### src/pipeCtrl_consts.svh
`ifndef PIPE_CTRL_CONSTS_SVH
`define PIPE_CTRL_CONSTS_SVH

// Width of the fetch redirect target.
`define PC_WIDTH 64

// Decode-to-issue queue sizing.
`define QUEUE_DEPTH 8
`define QUEUE_HIGH 6
`define QCNT_WIDTH 4

// Stages that carry a valid bit, F2 through W.
`define STAGE_COUNT 7

`endif

### src/pipeCtrlPkg.sv
package pipeCtrlPkg;

    typedef struct packed {
        logic stallF;
        logic stallF2;
        logic flushF2;
        logic stallD;
        logic flushD;
        logic stallI;
        logic stallIDe;     // Holds the decode side of the issue queue.
        logic flushI;
        logic flushQue;     // Empties the decode-to-issue queue.
        logic stallE;
        logic flushE;
        logic stallM;
        logic flushM;
        logic stallM2;
        logic flushM2;
        logic flushW;
        logic redirectPend; // A late flush still waits on the I-cache.
    } stageCtrl_t;

    typedef struct packed {
        logic iWait;
        logic dWait;
        logic eWait;
    } waitReq_t;

    typedef struct packed {
        logic branchM;
        logic excpM;
        logic excpW;
    } pipeEvent_t;

    // Encoded in priority order below causeNone.
    typedef enum logic [2:0] {
        causeNone,
        causeExcpW,
        causeExcpM,
        causeDWait,
        causeBranch,
        causeEWait,
        causeOverflow,
        causeIWait
    } hazardCause_t;

    typedef struct packed {
        logic vF2;
        logic vD;
        logic vI;
        logic vE;
        logic vM;
        logic vM2;
        logic vW;
    } stageValid_t;

endpackage

### src/hazardUnit.sv
`timescale 1ns/1ps

module hazardUnit (
    input  logic                      clk,
    input  logic                      reset,
    input  pipeCtrlPkg::waitReq_t     waits,
    input  pipeCtrlPkg::pipeEvent_t   events,
    input  logic                      overflowI,
    output pipeCtrlPkg::stageCtrl_t   ctrl,
    output pipeCtrlPkg::hazardCause_t cause
);

    logic excpPend;
    logic excpPendNxt;
    logic branchPend;
    logic branchPendNxt;

    // Squash everything younger than M, including the issue queue.
    function automatic pipeCtrlPkg::stageCtrl_t squashFront(
        input pipeCtrlPkg::stageCtrl_t c
    );
        pipeCtrlPkg::stageCtrl_t r;
        r          = c;
        r.flushF2  = 1'b1;
        r.flushD   = 1'b1;
        r.flushI   = 1'b1;
        r.flushE   = 1'b1;
        r.flushM   = 1'b1;
        r.flushQue = 1'b1;
        return r;
    endfunction

    always_ff @(posedge clk) begin
        if (reset) begin
            excpPend   <= 1'b0;
            branchPend <= 1'b0;
        end else begin
            excpPend   <= excpPendNxt;
            branchPend <= branchPendNxt;
        end
    end

    always_comb begin
        ctrl          = '0;
        cause         = pipeCtrlPkg::causeNone;
        excpPendNxt   = excpPend;
        branchPendNxt = branchPend;

        if (events.excpW || events.excpM) begin
            ctrl = squashFront(ctrl);
            if (events.excpW) begin
                ctrl.flushM2 = 1'b1; // Trap at W also kills M2 and W.
                ctrl.flushW  = 1'b1;
                cause        = pipeCtrlPkg::causeExcpW;
            end else begin
                cause = pipeCtrlPkg::causeExcpM;
            end
            if (waits.iWait) begin
                excpPendNxt = 1'b1; // Fetch busy. Flush again once it frees.
            end
        end else if (waits.dWait) begin
            ctrl.stallF   = 1'b1;
            ctrl.stallF2  = 1'b1;
            ctrl.stallD   = 1'b1;
            ctrl.stallI   = 1'b1;
            ctrl.stallIDe = 1'b1;
            ctrl.stallE   = 1'b1;
            ctrl.stallM   = 1'b1;
            ctrl.flushM2  = 1'b1; // Bubble behind the held M stage.
            cause         = pipeCtrlPkg::causeDWait;
        end else if (events.branchM) begin
            ctrl  = squashFront(ctrl);
            cause = pipeCtrlPkg::causeBranch;
            if (waits.iWait) begin
                ctrl.stallF   = 1'b1;
                branchPendNxt = 1'b1;
            end
        end else if (waits.eWait) begin
            ctrl.stallF   = 1'b1;
            ctrl.stallF2  = 1'b1;
            ctrl.stallD   = 1'b1;
            ctrl.stallI   = 1'b1;
            ctrl.stallIDe = 1'b1;
            ctrl.stallE   = 1'b1;
            ctrl.flushM   = 1'b1; // Bubble behind the held E stage.
            cause         = pipeCtrlPkg::causeEWait;
        end else if (overflowI) begin
            ctrl.stallF  = 1'b1;
            ctrl.stallF2 = 1'b1;
            ctrl.stallI  = 1'b1;
            ctrl.stallD  = 1'b1;
            cause        = pipeCtrlPkg::causeOverflow;
        end else if (waits.iWait) begin
            ctrl.stallF  = 1'b1;
            ctrl.flushF2 = 1'b1; // Nothing valid arrives from the I-cache.
            cause        = pipeCtrlPkg::causeIWait;
        end

        // Late flushes for redirects that met a busy I-cache.
        if (!ctrl.stallF && excpPend) begin
            ctrl.flushF2 = 1'b1;
            ctrl.flushD  = 1'b1;
            excpPendNxt  = 1'b0;
        end
        if (!(waits.iWait || waits.eWait) && branchPend) begin
            ctrl.flushF2  = 1'b1;
            ctrl.flushD   = 1'b1;
            branchPendNxt = 1'b0;
        end

        ctrl.redirectPend = excpPend | branchPend;
    end

    // The issue stage must die whenever the queue feeding it is emptied.
    flushQueNeedsFlushI : assert property (
        @(posedge clk) disable iff (reset)
        $rose(ctrl.flushQue) |-> ctrl.flushI
    ) else $error("flushQue rose without flushI.");

endmodule

### src/issueQueueTracker.sv
`timescale 1ns/1ps
`include "pipeCtrl_consts.svh"

module issueQueueTracker (
    input  logic                    clk,
    input  logic                    reset,
    input  pipeCtrlPkg::stageCtrl_t ctrl,
    input  logic                    decodeValid,
    input  logic                    issueTake,
    output logic [`QCNT_WIDTH-1:0]  queueCount,
    output logic                    nonEmpty,
    output logic                    overflowI
);

    logic push;
    logic pop;

    assign push = decodeValid && !ctrl.stallD && !ctrl.flushD; // D hands one entry over.
    assign pop  = issueTake && nonEmpty;

    always_ff @(posedge clk) begin
        if (reset) begin
            queueCount <= '0;
        end else if (ctrl.flushQue) begin
            queueCount <= '0; // Flush beats push and pop.
        end else begin
            case ({push, pop})
                2'b10:   queueCount <= queueCount + `QCNT_WIDTH'(1);
                2'b01:   queueCount <= queueCount - `QCNT_WIDTH'(1);
                default: queueCount <= queueCount;
            endcase
        end
    end

    assign nonEmpty  = (queueCount != '0);
    assign overflowI = (queueCount >= `QCNT_WIDTH'(`QUEUE_HIGH)); // Early warning to hazard.

    // The overflow stall on D must keep the queue from ever running past its depth.
    countWithinDepth : assert property (
        @(posedge clk) disable iff (reset)
        queueCount <= `QCNT_WIDTH'(`QUEUE_DEPTH)
    ) else $error("Issue queue count %0d exceeds depth.", queueCount);

endmodule

### src/redirectUnit.sv
`timescale 1ns/1ps
`include "pipeCtrl_consts.svh"

module redirectUnit (
    input  logic                      clk,
    input  logic                      reset,
    input  pipeCtrlPkg::stageCtrl_t   ctrl,
    input  pipeCtrlPkg::hazardCause_t cause,
    input  logic [`PC_WIDTH-1:0]      branchTarget,
    input  logic [`PC_WIDTH-1:0]      trapVector,
    output logic                      redirectValid,
    output logic [`PC_WIDTH-1:0]      redirectPc
);

    logic take;
    logic isBranch;

    assign isBranch = (cause == pipeCtrlPkg::causeBranch);
    assign take     = isBranch || (cause == pipeCtrlPkg::causeExcpW)
                    || (cause == pipeCtrlPkg::causeExcpM);

    always_ff @(posedge clk) begin
        if (take) begin
            redirectPc <= isBranch ? branchTarget : trapVector;
        end
    end

    always_ff @(posedge clk) begin
        if (reset) begin
            redirectValid <= 1'b0;
        end else if (take) begin
            redirectValid <= 1'b1;
        end else if (!ctrl.stallF) begin
            redirectValid <= 1'b0; // Fetch has accepted the target.
        end
    end

    // Fetch may still be waiting, so the target must not move under it.
    pcHeldWhileStalled : assert property (
        @(posedge clk) disable iff (reset)
        (redirectValid && ctrl.stallF && !take) |=> $stable(redirectPc)
    ) else $error("redirectPc changed while fetch was stalled.");

endmodule

### src/stageValidTracker.sv
`timescale 1ns/1ps
`include "pipeCtrl_consts.svh"

module stageValidTracker (
    input  logic                     clk,
    input  logic                     reset,
    input  pipeCtrlPkg::stageCtrl_t  ctrl,
    input  logic                     fetchValid,
    input  logic                     queueNonEmpty,
    output pipeCtrlPkg::stageValid_t valid
);

    logic [`STAGE_COUNT-1:0]  validQ;
    pipeCtrlPkg::stageValid_t cur;
    pipeCtrlPkg::stageValid_t nxt;

    // Flush first, then stall, then advance.
    function automatic logic stepBit(
        input logic flush,
        input logic stall,
        input logic hold,
        input logic src
    );
        if (flush) begin
            return 1'b0;
        end
        if (stall) begin
            return hold;
        end
        return src;
    endfunction

    assign cur   = pipeCtrlPkg::stageValid_t'(validQ);
    assign valid = cur;

    always_comb begin
        nxt.vF2 = stepBit(ctrl.flushF2, ctrl.stallF2, cur.vF2, fetchValid & ~ctrl.stallF);
        nxt.vD  = stepBit(ctrl.flushD, ctrl.stallD, cur.vD, cur.vF2 & ~ctrl.stallF2);
        nxt.vI  = stepBit(ctrl.flushI, ctrl.stallI, cur.vI, queueNonEmpty & ~ctrl.stallI);
        nxt.vE  = stepBit(ctrl.flushE, ctrl.stallE, cur.vE, cur.vI & ~ctrl.stallI);
        nxt.vM  = stepBit(ctrl.flushM, ctrl.stallM, cur.vM, cur.vE & ~ctrl.stallE);
        nxt.vM2 = stepBit(ctrl.flushM2, 1'b0, cur.vM2, cur.vM & ~ctrl.stallM); // No M2 stall.
        nxt.vW  = stepBit(ctrl.flushW, 1'b0, cur.vW, cur.vM2);
    end

    always_ff @(posedge clk) begin
        if (reset) begin
            validQ <= '0;
        end else begin
            validQ <= nxt;
        end
    end

endmodule

### src/pipeCtrlTop.sv
`timescale 1ns/1ps
`include "pipeCtrl_consts.svh"

module pipeCtrlTop (
    input  logic                      clk,
    input  logic                      reset,
    input  pipeCtrlPkg::waitReq_t     waits,
    input  pipeCtrlPkg::pipeEvent_t   events,
    input  logic                      fetchValid,
    input  logic                      issueTake,
    input  logic [`PC_WIDTH-1:0]      branchTarget,
    input  logic [`PC_WIDTH-1:0]      trapVector,
    output pipeCtrlPkg::stageCtrl_t   ctrl,
    output pipeCtrlPkg::hazardCause_t cause,
    output pipeCtrlPkg::stageValid_t  valid,
    output logic [`QCNT_WIDTH-1:0]    queueCount,
    output logic                      redirectValid,
    output logic [`PC_WIDTH-1:0]      redirectPc
);

    logic overflowI;
    logic queueNonEmpty; // Queue feeds the issue stage.

    hazardUnit i_hazardUnit (
        .clk       (clk),
        .reset     (reset),
        .waits     (waits),
        .events    (events),
        .overflowI (overflowI),
        .ctrl      (ctrl),
        .cause     (cause)
    );

    issueQueueTracker i_issueQueueTracker (
        .clk         (clk),
        .reset       (reset),
        .ctrl        (ctrl),
        .decodeValid (valid.vD),
        .issueTake   (issueTake),
        .queueCount  (queueCount),
        .nonEmpty    (queueNonEmpty),
        .overflowI   (overflowI)
    );

    redirectUnit i_redirectUnit (
        .clk           (clk),
        .reset         (reset),
        .ctrl          (ctrl),
        .cause         (cause),
        .branchTarget  (branchTarget),
        .trapVector    (trapVector),
        .redirectValid (redirectValid),
        .redirectPc    (redirectPc)
    );

    stageValidTracker i_stageValidTracker (
        .clk           (clk),
        .reset         (reset),
        .ctrl          (ctrl),
        .fetchValid    (fetchValid),
        .queueNonEmpty (queueNonEmpty),
        .valid         (valid)
    );

endmodule

### config.mk
export PLATFORM = sky130hd
export DESIGN_NAME = pipeCtrlTop
export DESIGN_NICKNAME = d
export VERILOG_FILES = /design/src/pipeCtrlPkg.sv /design/src/hazardUnit.sv /design/src/issueQueueTracker.sv /design/src/redirectUnit.sv /design/src/stageValidTracker.sv /design/src/pipeCtrlTop.sv
export VERILOG_INCLUDE_DIRS = /design/src
export SDC_FILE = /design/constraint.sdc
export NUM_CORES = 1
export LEC_CHECK = 0
export BUFFER_PORTS_ARGS = -buffer_cell sky130_fd_sc_hd__buf_2
export CORE_MARGIN = 2
export CORE_UTILIZATION = 40
export CTS_BUF_LIST = sky130_fd_sc_hd__clkbuf_2
export CTS_CLUSTER_DIAMETER = 120
export DETAILED_ROUTE_END_ITERATION = 8
export GPL_ROUTABILITY_DRIVEN = 0
export HOLD_SLACK_MARGIN = 0.05
export PLACE_DENSITY = 0.77
export SLEW_MARGIN = 15
export SYNTH_ARGS = -nofsm -noshare
export SYNTH_HDL_FRONTEND = slang
export SYNTH_SLANG_ARGS = --single-unit
### constraint.sdc
create_clock -name clk -period 3.8 [get_ports clk]
set_input_delay 0.38 -clock clk [delete_from_list [all_inputs] [get_ports clk]]
set_output_delay 0.38 -clock clk [all_outputs]
set_load 0.005 [all_outputs]
==> results.cfg, run 1 <==
[sta]
period_minus_slack_ns = 2.94
rsz0062_at_grt = no
hold_viol_final = 0
finalMaxSlewViolations = 0
max_freq_mhz = 340
fin_hold_ws_ns = 0.112
period_share_pct = 77.5
setup-tns-final_ns = 0
setup_viol = 0
worst_pin_slew_ns = 0.796
finClkSkew_ns = 0.0219
relSlewSlack_pct = 47.0

[synthesis]
synth_compound_area_share_pct = 5.58
synthMuxAreaShare_pct = 20.1
syn-num-nets = 397
synth_xor_area_share_pct = 0.724
synth_seq_cells = 78
synth_warnings = 0
synth_top_family_by_area = multiplexers
synthAdderAreaFrac_pct = 1.03
synth_cell_types = 47
synth_area_per_cell_um2 = 14.2
synthSimpleGateAreaFrac_pct = 7.69
ys_seq_area_share_pct = 60.7
synth_cells = 256
netlist_area_um2 = 3630

[place]
dpl.hpwl_mm = 7.49
portBuffers = 232
placedCellCount = 580

[global_route]
overflow = 0
grt_max_degree = 65
grt_pass1_wl_mm = 14.3
grt_use_total_pct = 18.6
antenna_found_initial = 1
grt_pass1_vias = 2882

[critical_path]
critPathTopFamily = simple AND/OR/NAND/NOR gates
worst-path-buf-inv = 0
crit_required_ns = 4.22
worstSetupPathType = reg -> reg
reg2reg_depth = 11
timing.reg2reg.setup_slack_ns = 0.86
cp_max_fo = 8
slowest_delay_ns = 0.53
arrival_ns = 3.36
worstPathCellList = a21oi_2 -> or2_0 -> a41oi_1 -> nand4_1 -> ha_1 -> xor2_1 -> ha_1 -> a21oi_1 -> xor2_1 -> or3_1 -> a21oi_1
cp-end-kind = flop
crit_slowest_cell = dfxtp_1
r2r_end = i_issueQueueTracker.queueCount[2]$_SDFFE_PP0P_
cp-start-kind = flop
r2r_start = i_issueQueueTracker.queueCount[1]$_SDFFE_PP0P_

[power]
p_leak_nw = 2.24
ir_drop_mv = 0.140
power.density_nw_per_um2 = 362

[worst_hold_path]
hold_end = i_stageValidTracker.valid[0]$_SDFF_PP0_
min_path_type = in -> reg
hp-start = events[0]
hold_depth = 2

[floorplanning]
dieArea_um2 = 9850
core_area_um2 = 8760
initial_core_util_pct = 41.4
dieHeight_um = 99.3
ios = 234
rows = 34
die_w_um = 99.3

[final_layout]
final_cells = 597
drive_above_1_share_pct = 64.9
fin_nets = 624
n_fill_cell = 737
area_growth_pct = 37.0
final_util_pct = 56.7

[detailed_routing]
route.detailed.drc = 0
wl_per_cell_um = 16.1
drt-initial-drc-count = 66
wl_mm = 9.59
vias_per_cell = 4.93
antenna_left = 0
dr.pass1.iters = 4
vias = 2941

[clock_network]
clk_pin_slew_ns = 0.23
cts_buffer_depth = 2
h-tree-depth = 3
cts_resized = 0
cts_tree = yes
cts_buffers = 9
hold_buffers = 0
post_cts_buffers = 0
root_buffer = clkbuf_2
clock_latency_ns = 0.49
clock_sinks = 78

[job]
cap_viol_max_count = 0

[run_status]
status = finished clean
-- logic make-up (layout without fill, tap and decap cells) --
kind of cell             after synthesis  count (layout)
AO/OA/AOI/OAI                         31              31
XOR/XNOR                               3               3
adder cells (fa/ha/maj)                3               3
buffers and inverters                 28             259
flip-flops                            78              78
multiplexers                          65              65
other                                  1               3
AND/OR/NAND/NOR                       47              47
-- synthesized netlist by cell type, drive strengths merged --
library cell | n | area [µm²]
or2 | 3 | 18.8
xor2 | 3 | 26.3
a21oi | 10 | 53.8
or3 | 5 | 36.3
nand4 | 3 | 18.8
a211oi | 3 | 22.5
mux2 | 64 | 721
edfxtp | 64 | 1920
a41o | 1 | 10.0
dlygate4sd3 | 1 | 10.0
or4 | 1 | 7.51
a2111oi | 2 | 23.8
nor3b | 3 | 22.5
o22ai | 2 | 12.5
o21ai | 9 | 48.8
mux2i | 1 | 10.0
nor4 | 1 | 6.26
nand4b | 1 | 8.76
nand2b | 5 | 31.3
ha | 3 | 37.5
o21bai | 1 | 7.51
and3 | 1 | 7.51
a21o | 1 | 8.76
nor2 | 12 | 55.1
nand3 | 1 | 5.00
conb | 1 | 3.75
nor3 | 1 | 5.00
buf | 15 | 92.6
inv | 10 | 37.5
nor2b | 3 | 18.8
nand2 | 4 | 15.0
a41oi | 1 | 8.76
nand3b | 3 | 22.5
a31oi | 1 | 6.26
clkbuf | 2 | 7.51
dfxtp | 14 | 280
-- per-stage QoR --
stage	setup slack (ns)	power [mW]	cell area, µm²
6_report	0.857	1.80	4970
5_1_grt	0.641	1.88	4970
4_1_cts	0.880	1.82	4970
3_5_place_dp	0.634	1.32	4840
3_3_place_gp	0.763	1.31	4840
2_1_floorplan	0.999	1.15	3630
-- cell type report --
type	count	area, µm²	area share [%]
antenna	2	5.00	0.101
tap	108	135	2.72
multi-input combinational	150	1280	25.8
timing repair buffer	234	1180	23.7
clock inverter	6	86.3	1.74
clock buffer	9	45.0	0.906
inverter	10	37.5	0.755
sequential	78	2200	44.3
-- flip-flops by register name, summed over array words and instances (netlist names) --
signal                          cells
i_redirectUnit.redirectPc          64
i_redirectUnit.redirectValid        1
i_hazardUnit.branchPend             1
i_hazardUnit.excpPend               1
i_issueQueueTracker.queueCount      4
i_stageValidTracker.valid           7
-- worst max path at each step --
stage                     cells after the start                                            from                                        endpoint
after floorplan                              12                                       events[1]  i_issueQueueTracker.queueCount[2]$_SDFFE_PP0P_
after global placement                       12                                       events[1]  i_issueQueueTracker.queueCount[2]$_SDFFE_PP0P_
after detailed placement                     12                                       events[0]  i_issueQueueTracker.queueCount[2]$_SDFFE_PP0P_
after CTS                                    11  i_issueQueueTracker.queueCount[1]$_SDFFE_PP0P_  i_issueQueueTracker.queueCount[2]$_SDFFE_PP0P_
after global routing                          9  i_issueQueueTracker.queueCount[1]$_SDFFE_PP0P_  i_issueQueueTracker.queueCount[3]$_SDFFE_PP0P_
final                                        11  i_issueQueueTracker.queueCount[1]$_SDFFE_PP0P_  i_issueQueueTracker.queueCount[2]$_SDFFE_PP0P_
-- per-layer routing --
layer | GRT usage, % | vias to the layer above | part of all wire, %
met5 | 0 | - | 0
met3 | 4.43 | 30 | 6.9
met4 | 9.59 | 0 | 3.4
met2 | 32.7 | 128 | 52
li1 | - | 1410 | -
met1 | 21.0 | 1373 | 37
-- cells in the final DEF (no fill, tap or decap), types with 5 or more instances in the layout --
cell      count
mux2_2       57
mux2_1        7
nand2b_1      5
o21ai_0       8
clkbuf_2      9
nor2_1       10
dfxtp_1      14
inv_1         8
buf_2       232
edfxtp_1     64
a21oi_1       9
-- report_power, final --
group          leakage, nW  switching, mW  internal [mW]  total (mW)
sequential           0.772         0.0185           1.01        1.03
clock               0.0798          0.290          0.215       0.505
combinational         1.39          0.119          0.150       0.269
total                 2.24          0.428           1.37        1.80
(Power assumes the default switching activity.)
==> run 2: changes to the inputs <==
Settings changed: ABC_AREA set to 1, PLACE_DENSITY 0.77 to 0.75.
Clock period 3.8 ns to 2.93 ns, I/O delays scaled along.
==> results.cfg, run 2 <==
[critical_path]
crit_top_cell = nand2_1
startpoint = events[0]
slowest_delay_ns = 0.57
crit_required_ns = 3.22
worstPathCellList = dlygate4sd3_1 -> buf_2 -> inv_2 -> nand2_4 -> inv_4 -> nand2_1 -> a31oi_4 -> nand3_4 -> nand2_1 -> nand2_1 -> dlygate4sd3_1
arrival_ns = 3.00
worstSetupPathType = in -> reg
crit_slowest_cell = nand3_4
cp_max_fo = 64
cp-end-kind = flop
cp-start-kind = input port
r2r_start = i_issueQueueTracker.queueCount[1]$_SDFFE_PP0P_

[floorplanning]
rows = 36
ios = 234
die_w_um = 104
initial_core_util_pct = 40.8
dieHeight_um = 104
core_area_um2 = 9730
dieArea_um2 = 10700

[power]
switchingPower_mw = 0.662
pwr-share-comb_pct = 21.2
swShare_pct = 27.0
power.density_nw_per_um2 = 398
seq_power_share_pct = 55.2
clkPwrFrac_pct = 23.7
ir_drop_mv = 0.214
p_int_mw = 1.78
p_leak_nw = 3.06

[final_layout]
n_fill_cell = 818
regArea_um2 = 2200
drive_above_1_share_pct = 36.1
area_growth_pct = 54.8
regMostFlops = i_redirectUnit.redirectPc
multiInputGateArea_um2 = 1410
final_cell_mix = buf_2 (232), nand2_1 (157), dlygate4sd3_1 (95)
stdcell_area_um2 = 6150
final_common_cell = buf_2
largest_register_ffs = 64
final_util_pct = 63.2
fin_nets = 875
diodes = 0

[synthesis]
synth.top_cell.area_share_pct = 48.4
ys_seq_area_share_pct = 55.4
synth_ff_type = edfxtp_1
synth_seq_cells = 78
synth_cells = 426
synth_edf_count = 64
netlist_top_cells_count = nand2_1 (157), nand4_1 (68), edfxtp_1 (64), inv_1 (27), buf_4 (18)
synth_warnings = 0
synth_area_per_cell_um2 = 9.33
netlist_area_um2 = 3970
synth_cell_types = 32
synth.most_common_cell = nand2_1
synth_area_leader_cell = edfxtp_1
synthTopCellsByArea = edfxtp_1 (48%), nand2_1 (15%), nand4_1 (11%)
syn-num-nets = 567
ys_async_sr_fraction_pct = 0

[sta]
rsz0062_at_grt = no
relSlewSlack_pct = 50.4
max_freq_mhz = 368
hold_viol_final = 0
period_share_pct = 92.8
finClkSkew_ns = 0.0160
setup-tns-final_ns = 0
finalMaxSlewViolations = 0
setup_viol = 0
worst_pin_slew_ns = 0.745
period_minus_slack_ns = 2.72

[global_route]
grt_pass1_wl_mm = 21.1
grt_pass1_vias = 4495
grt_max_degree = 66
overflow = 0
antenna_found_initial = 0
grt_use_total_pct = 24.4

[detailed_routing]
dr.pass1.iters = 7
wl_met2_mm = 7.08
wl_per_cell_um = 15.7
drt-initial-drc-count = 373
antenna_left = 0
met1Wirelength_mm = 5.00
vias_per_cell = 5.13
wl_mm = 13.7
route.detailed.drc = 0
vias = 4474
top_layer = met4
met3WireLength_mm = 1.10

[place]
dpl.hpwl_mm = 8.22
place_area_um2 = 5090
portBuffers = 232

[clock_network]
post_cts_buffers = 0
root_buffer = clkbuf_2
cts_buffers = 9
cts_resized = 0
clock_latency_ns = 0.52
h-tree-depth = 3
clk_pin_slew_ns = 0.23
cts_tree = yes
clock_sinks = 78
cts_buffer_depth = 2

[worst_hold_path]
min_path_type = in -> reg
hp-start = branchTarget[2]

[job]
cap_viol_max_count = 0

[run_status]
status = finished clean
[run 2: cell types whose count changed in the layout (fill, tap and decap cells not counted), moves of 7 or more]
cell           previous run  this run
nand4_1                   3        68
mux2_1                    7         0
mux2_2                   57         0
nand2_1                   4       157
nand3_1                   1        10
inv_1                     8        26
dlygate4sd3_1             0        95
[run 2: timing repair]
| action | in CTS | in global routing |
|---|---|---|
| hold endpoints to repair | 71 | 0 |
| hold buffers | 95 | 0 |
| endpoints found under the setup margin | 0 | 0 |
[run 2: area by class of cell]
class | count | share of cell area, %
clock buffers | 12 | 0.976
clock inverters | 4 | 0.773
inverters | 29 | 1.81
multi-input cells | 285 | 22.9
flip-flops and latches | 78 | 35.8
well taps | 133 | 2.70
repair buffers | 331 | 35.0
[run 2: per-layer routing]
layer  up-vias  GRT usage [%]
met5         -              0
met4         0           12.4
met3        47           4.15
met2       302           44.7
met1      2047           27.1
li1       2078              -
[run 2: final timing paths]
check | cells after the start | slack [ns] | to
min | 3 | 0.08 | i_redirectUnit.redirectPc[2]$_DFFE_PP_
min reg2reg | 2 | 0.50 | i_redirectUnit.redirectValid$_SDFFE_PP0P_
max | 11 | 0.21 | i_redirectUnit.redirectPc[49]$_DFFE_PP_
max reg2reg | 8 | 0.30 | i_redirectUnit.redirectPc[49]$_DFFE_PP_
[run 2: through the flow]
stage | setup WS [ns] | std cells | hold slack [ns] | power (mW)
final | 0.212 | 872 | 0.0809 | 2.45
after global routing | 0.0486 | 872 | 0.0636 | 2.54
after CTS | 0.281 | 872 | 0.0503 | 2.45
after detailed placement | 0.243 | 761 | 0.467 | 1.78
after global placement | 0.499 | 761 | 0.464 | 1.77
after floorplan | 0.497 | 426 | 0.362 | 1.55
[run 2: power groups by stage]
stage | clock, mW | sequential (mW) | combinational (mW)
2_1_floorplan | 0 | 1.39 | 0.160
3_3_place_gp | 0 | 1.37 | 0.401
3_5_place_dp | 0 | 1.37 | 0.408
4_1_cts | 0.595 | 1.35 | 0.508
5_1_grt | 0.629 | 1.36 | 0.556
6_report | 0.579 | 1.35 | 0.517
[run 2: worst max-delay path, delay by kind of cell]
kind            cells  cell delay, ns
buf+inv             5            1.43
simple gates        5            1.04
compound gates      1            0.19
[run 2: cells by family after synthesis]
logic type                 share of synthesized area [%]
AOI/OAI and AO/OA                                   3.24
DFF                                                 55.4
xor gates and xnor gates                           0.441
and+or+nand+nor                                     30.8
other                                             0.0944
adders and majority gates                          0.945
buffers and inverters                               9.10
==> run 3: changes to the inputs <==
Settings changed: PLACE_DENSITY 0.75 to 0.78.
Clock period 2.93 ns to 2.36 ns, I/O delays scaled along.
==> results.cfg, run 3 (synthesis results as in run 2) <==
[run_status]
status = finished clean

[critical_path]
cp-start-kind = input port
crit_top_cell = dlygate4sd3_1
cp_max_fo = 65
crit_required_ns = 2.63
slowest_delay_ns = 0.58
arrival_ns = 2.57
cp-end-kind = flop
worstSetupPathType = in -> reg
worst-path-buf-inv = 4
reg2reg_depth = 9
crit_slowest_cell = dlygate4sd3_1
critPathTopFamily = buffers and inverters
worstPathCellList = dlygate4sd3_1 -> buf_2 -> nor2_1 -> a31oi_4 -> buf_12 -> nand4_1 -> nand2_1 -> dlygate4sd3_1
critical_path_depth = 8

[sta]
setup_viol = 0
period_minus_slack_ns = 2.31
setup-tns-final_ns = 0
rsz0062_at_grt = yes
hold_viol_final = 0
finalMaxSlewViolations = 0
worst_pin_slew_ns = 0.530
finClkSkew_ns = 0.0382
period_share_pct = 97.7
max_freq_mhz = 434
relSlewSlack_pct = 64.5

[floorplanning]
ios = 234
dieHeight_um = 104
rows = 36
initial_core_util_pct = 40.8
die_w_um = 104
core_area_um2 = 9730
dieArea_um2 = 10700

[global_route]
grt_pass1_vias = 4801
overflow = 0
grt_max_degree = 66
use_met1_pct = 29.0
grt_use_total_pct = 27.2
use_met2_pct = 50.0
antenna_found_initial = 0
grt_use_met3_pct = 5.92
grt_pass1_wl_mm = 23.3
grt_busiest_layer = met2

[place]
dpl.hpwl_mm = 8.57
portBuffers = 232
placedCellCount = 769

[job]
cap_viol_max_count = 0

[final_layout]
final_cell_mix = buf_2 (232), nand2_1 (156), dlygate4sd3_1 (132)
final_cells = 921
area_growth_pct = 66.9
largest_register_ffs = 64
drive_above_1_share_pct = 36.7
final_common_cell = buf_2
diodes = 0
fin_nets = 925
regMostFlops = i_redirectUnit.redirectPc

[clock_network]
cts_buffer_depth = 2
cts_buffers = 9
root_buffer = clkbuf_2
cts_tree = yes
clock_latency_ns = 0.52
h-tree-depth = 3
clk_pin_slew_ns = 0.21
clock_sinks = 78

[detailed_routing]
antenna_left = 0
drt-initial-drc-count = 390
wl_per_cell_um = 16.5
route.detailed.drc = 0
wl_mm = 15.2
vias_per_cell = 5.26
dr.pass1.iters = 5
vias = 4840

[worst_hold_path]
min_path_type = in -> reg
hold_depth = 3

[power]
power.density_nw_per_um2 = 454
p_leak_nw = 3.25
ir_drop_mv = 0.223
power_mw = 3.01
run 3: cell count changes in the layout (fill, tap and decap cells not counted), sizes merged:
cell / delta
bufinv: -1
dlygate4sd3: +37
clkbuf: -1
clkinvlp: +2
inv: -1
buf: +13
run 3: repair_timing:
action,CTS,global route
setup endpoints to repair,1,9
setup buffers,0,5
resized for setup,4,12
pin swaps,0,3
hold endpoints to repair,72,0
hold buffers,132,0
run 3: area by class of cell:
| class | count | area (µm²) |
|---|---|---|
| Inverter | 29 | 115 |
| Clock inverter | 4 | 25.0 |
| Tap cell | 133 | 166 |
| Fill cell | 730 | 3100 |
| Sequential cell | 78 | 2210 |
| Clock buffer | 11 | 55.1 |
| Multi-Input combinational cell | 285 | 1430 |
| Timing Repair Buffer | 381 | 2640 |
run 3: final timing paths:
path,start,endpoint,slack (ns)
max,events[2],i_redirectUnit.redirectPc[22]$_DFFE_PP_,0.05
min,branchTarget[23],i_redirectUnit.redirectPc[23]$_DFFE_PP_,0.09
max reg2reg,i_issueQueueTracker.queueCount[2]$_SDFFE_PP0P_,i_redirectUnit.redirectPc[16]$_DFFE_PP_,0.08
min reg2reg,i_redirectUnit.redirectValid$_SDFFE_PP0P_,i_redirectUnit.redirectValid$_SDFFE_PP0P_,0.50
run 3: report_power, final:
group	total, mW	internal, mW	switching, mW	leakage [nW]
sequential	1.68	1.63	0.0423	0.769
combinational	0.723	0.382	0.341	2.43
clock	0.612	0.138	0.474	0.0538
total	3.01	2.15	0.857	3.25
run 3: through the flow:
step | worst slack [ns] | hold WS, ns | util (%) | cell area, µm²
floorplan | 0.105 | 0.305 | - | 3980
global placement | 0.112 | 0.454 | 53.0 | 5160
detailed placement | -0.153 | 0.464 | 53.0 | 5160
CTS | 0.0207 | 0.0555 | 67.5 | 6560
global route | -0.0513 | 0.0707 | 68.2 | 6630
finish | 0.0543 | 0.0870 | 68.2 | 6630
run 3: per-layer routing:
layer,wire [µm],part of all wire (%),vias up
li1,-,-,2176
met1,5410,36,2237
met2,7750,51,359
met3,1310,8.6,68
met4,696,4.6,0
met5,0,0,-
run 3: worst min-delay path, delay by kind of cell:
family                 cells  cell delay [ns]
buffers and inverters      1             0.09
and+or+nand+nor            2             0.18
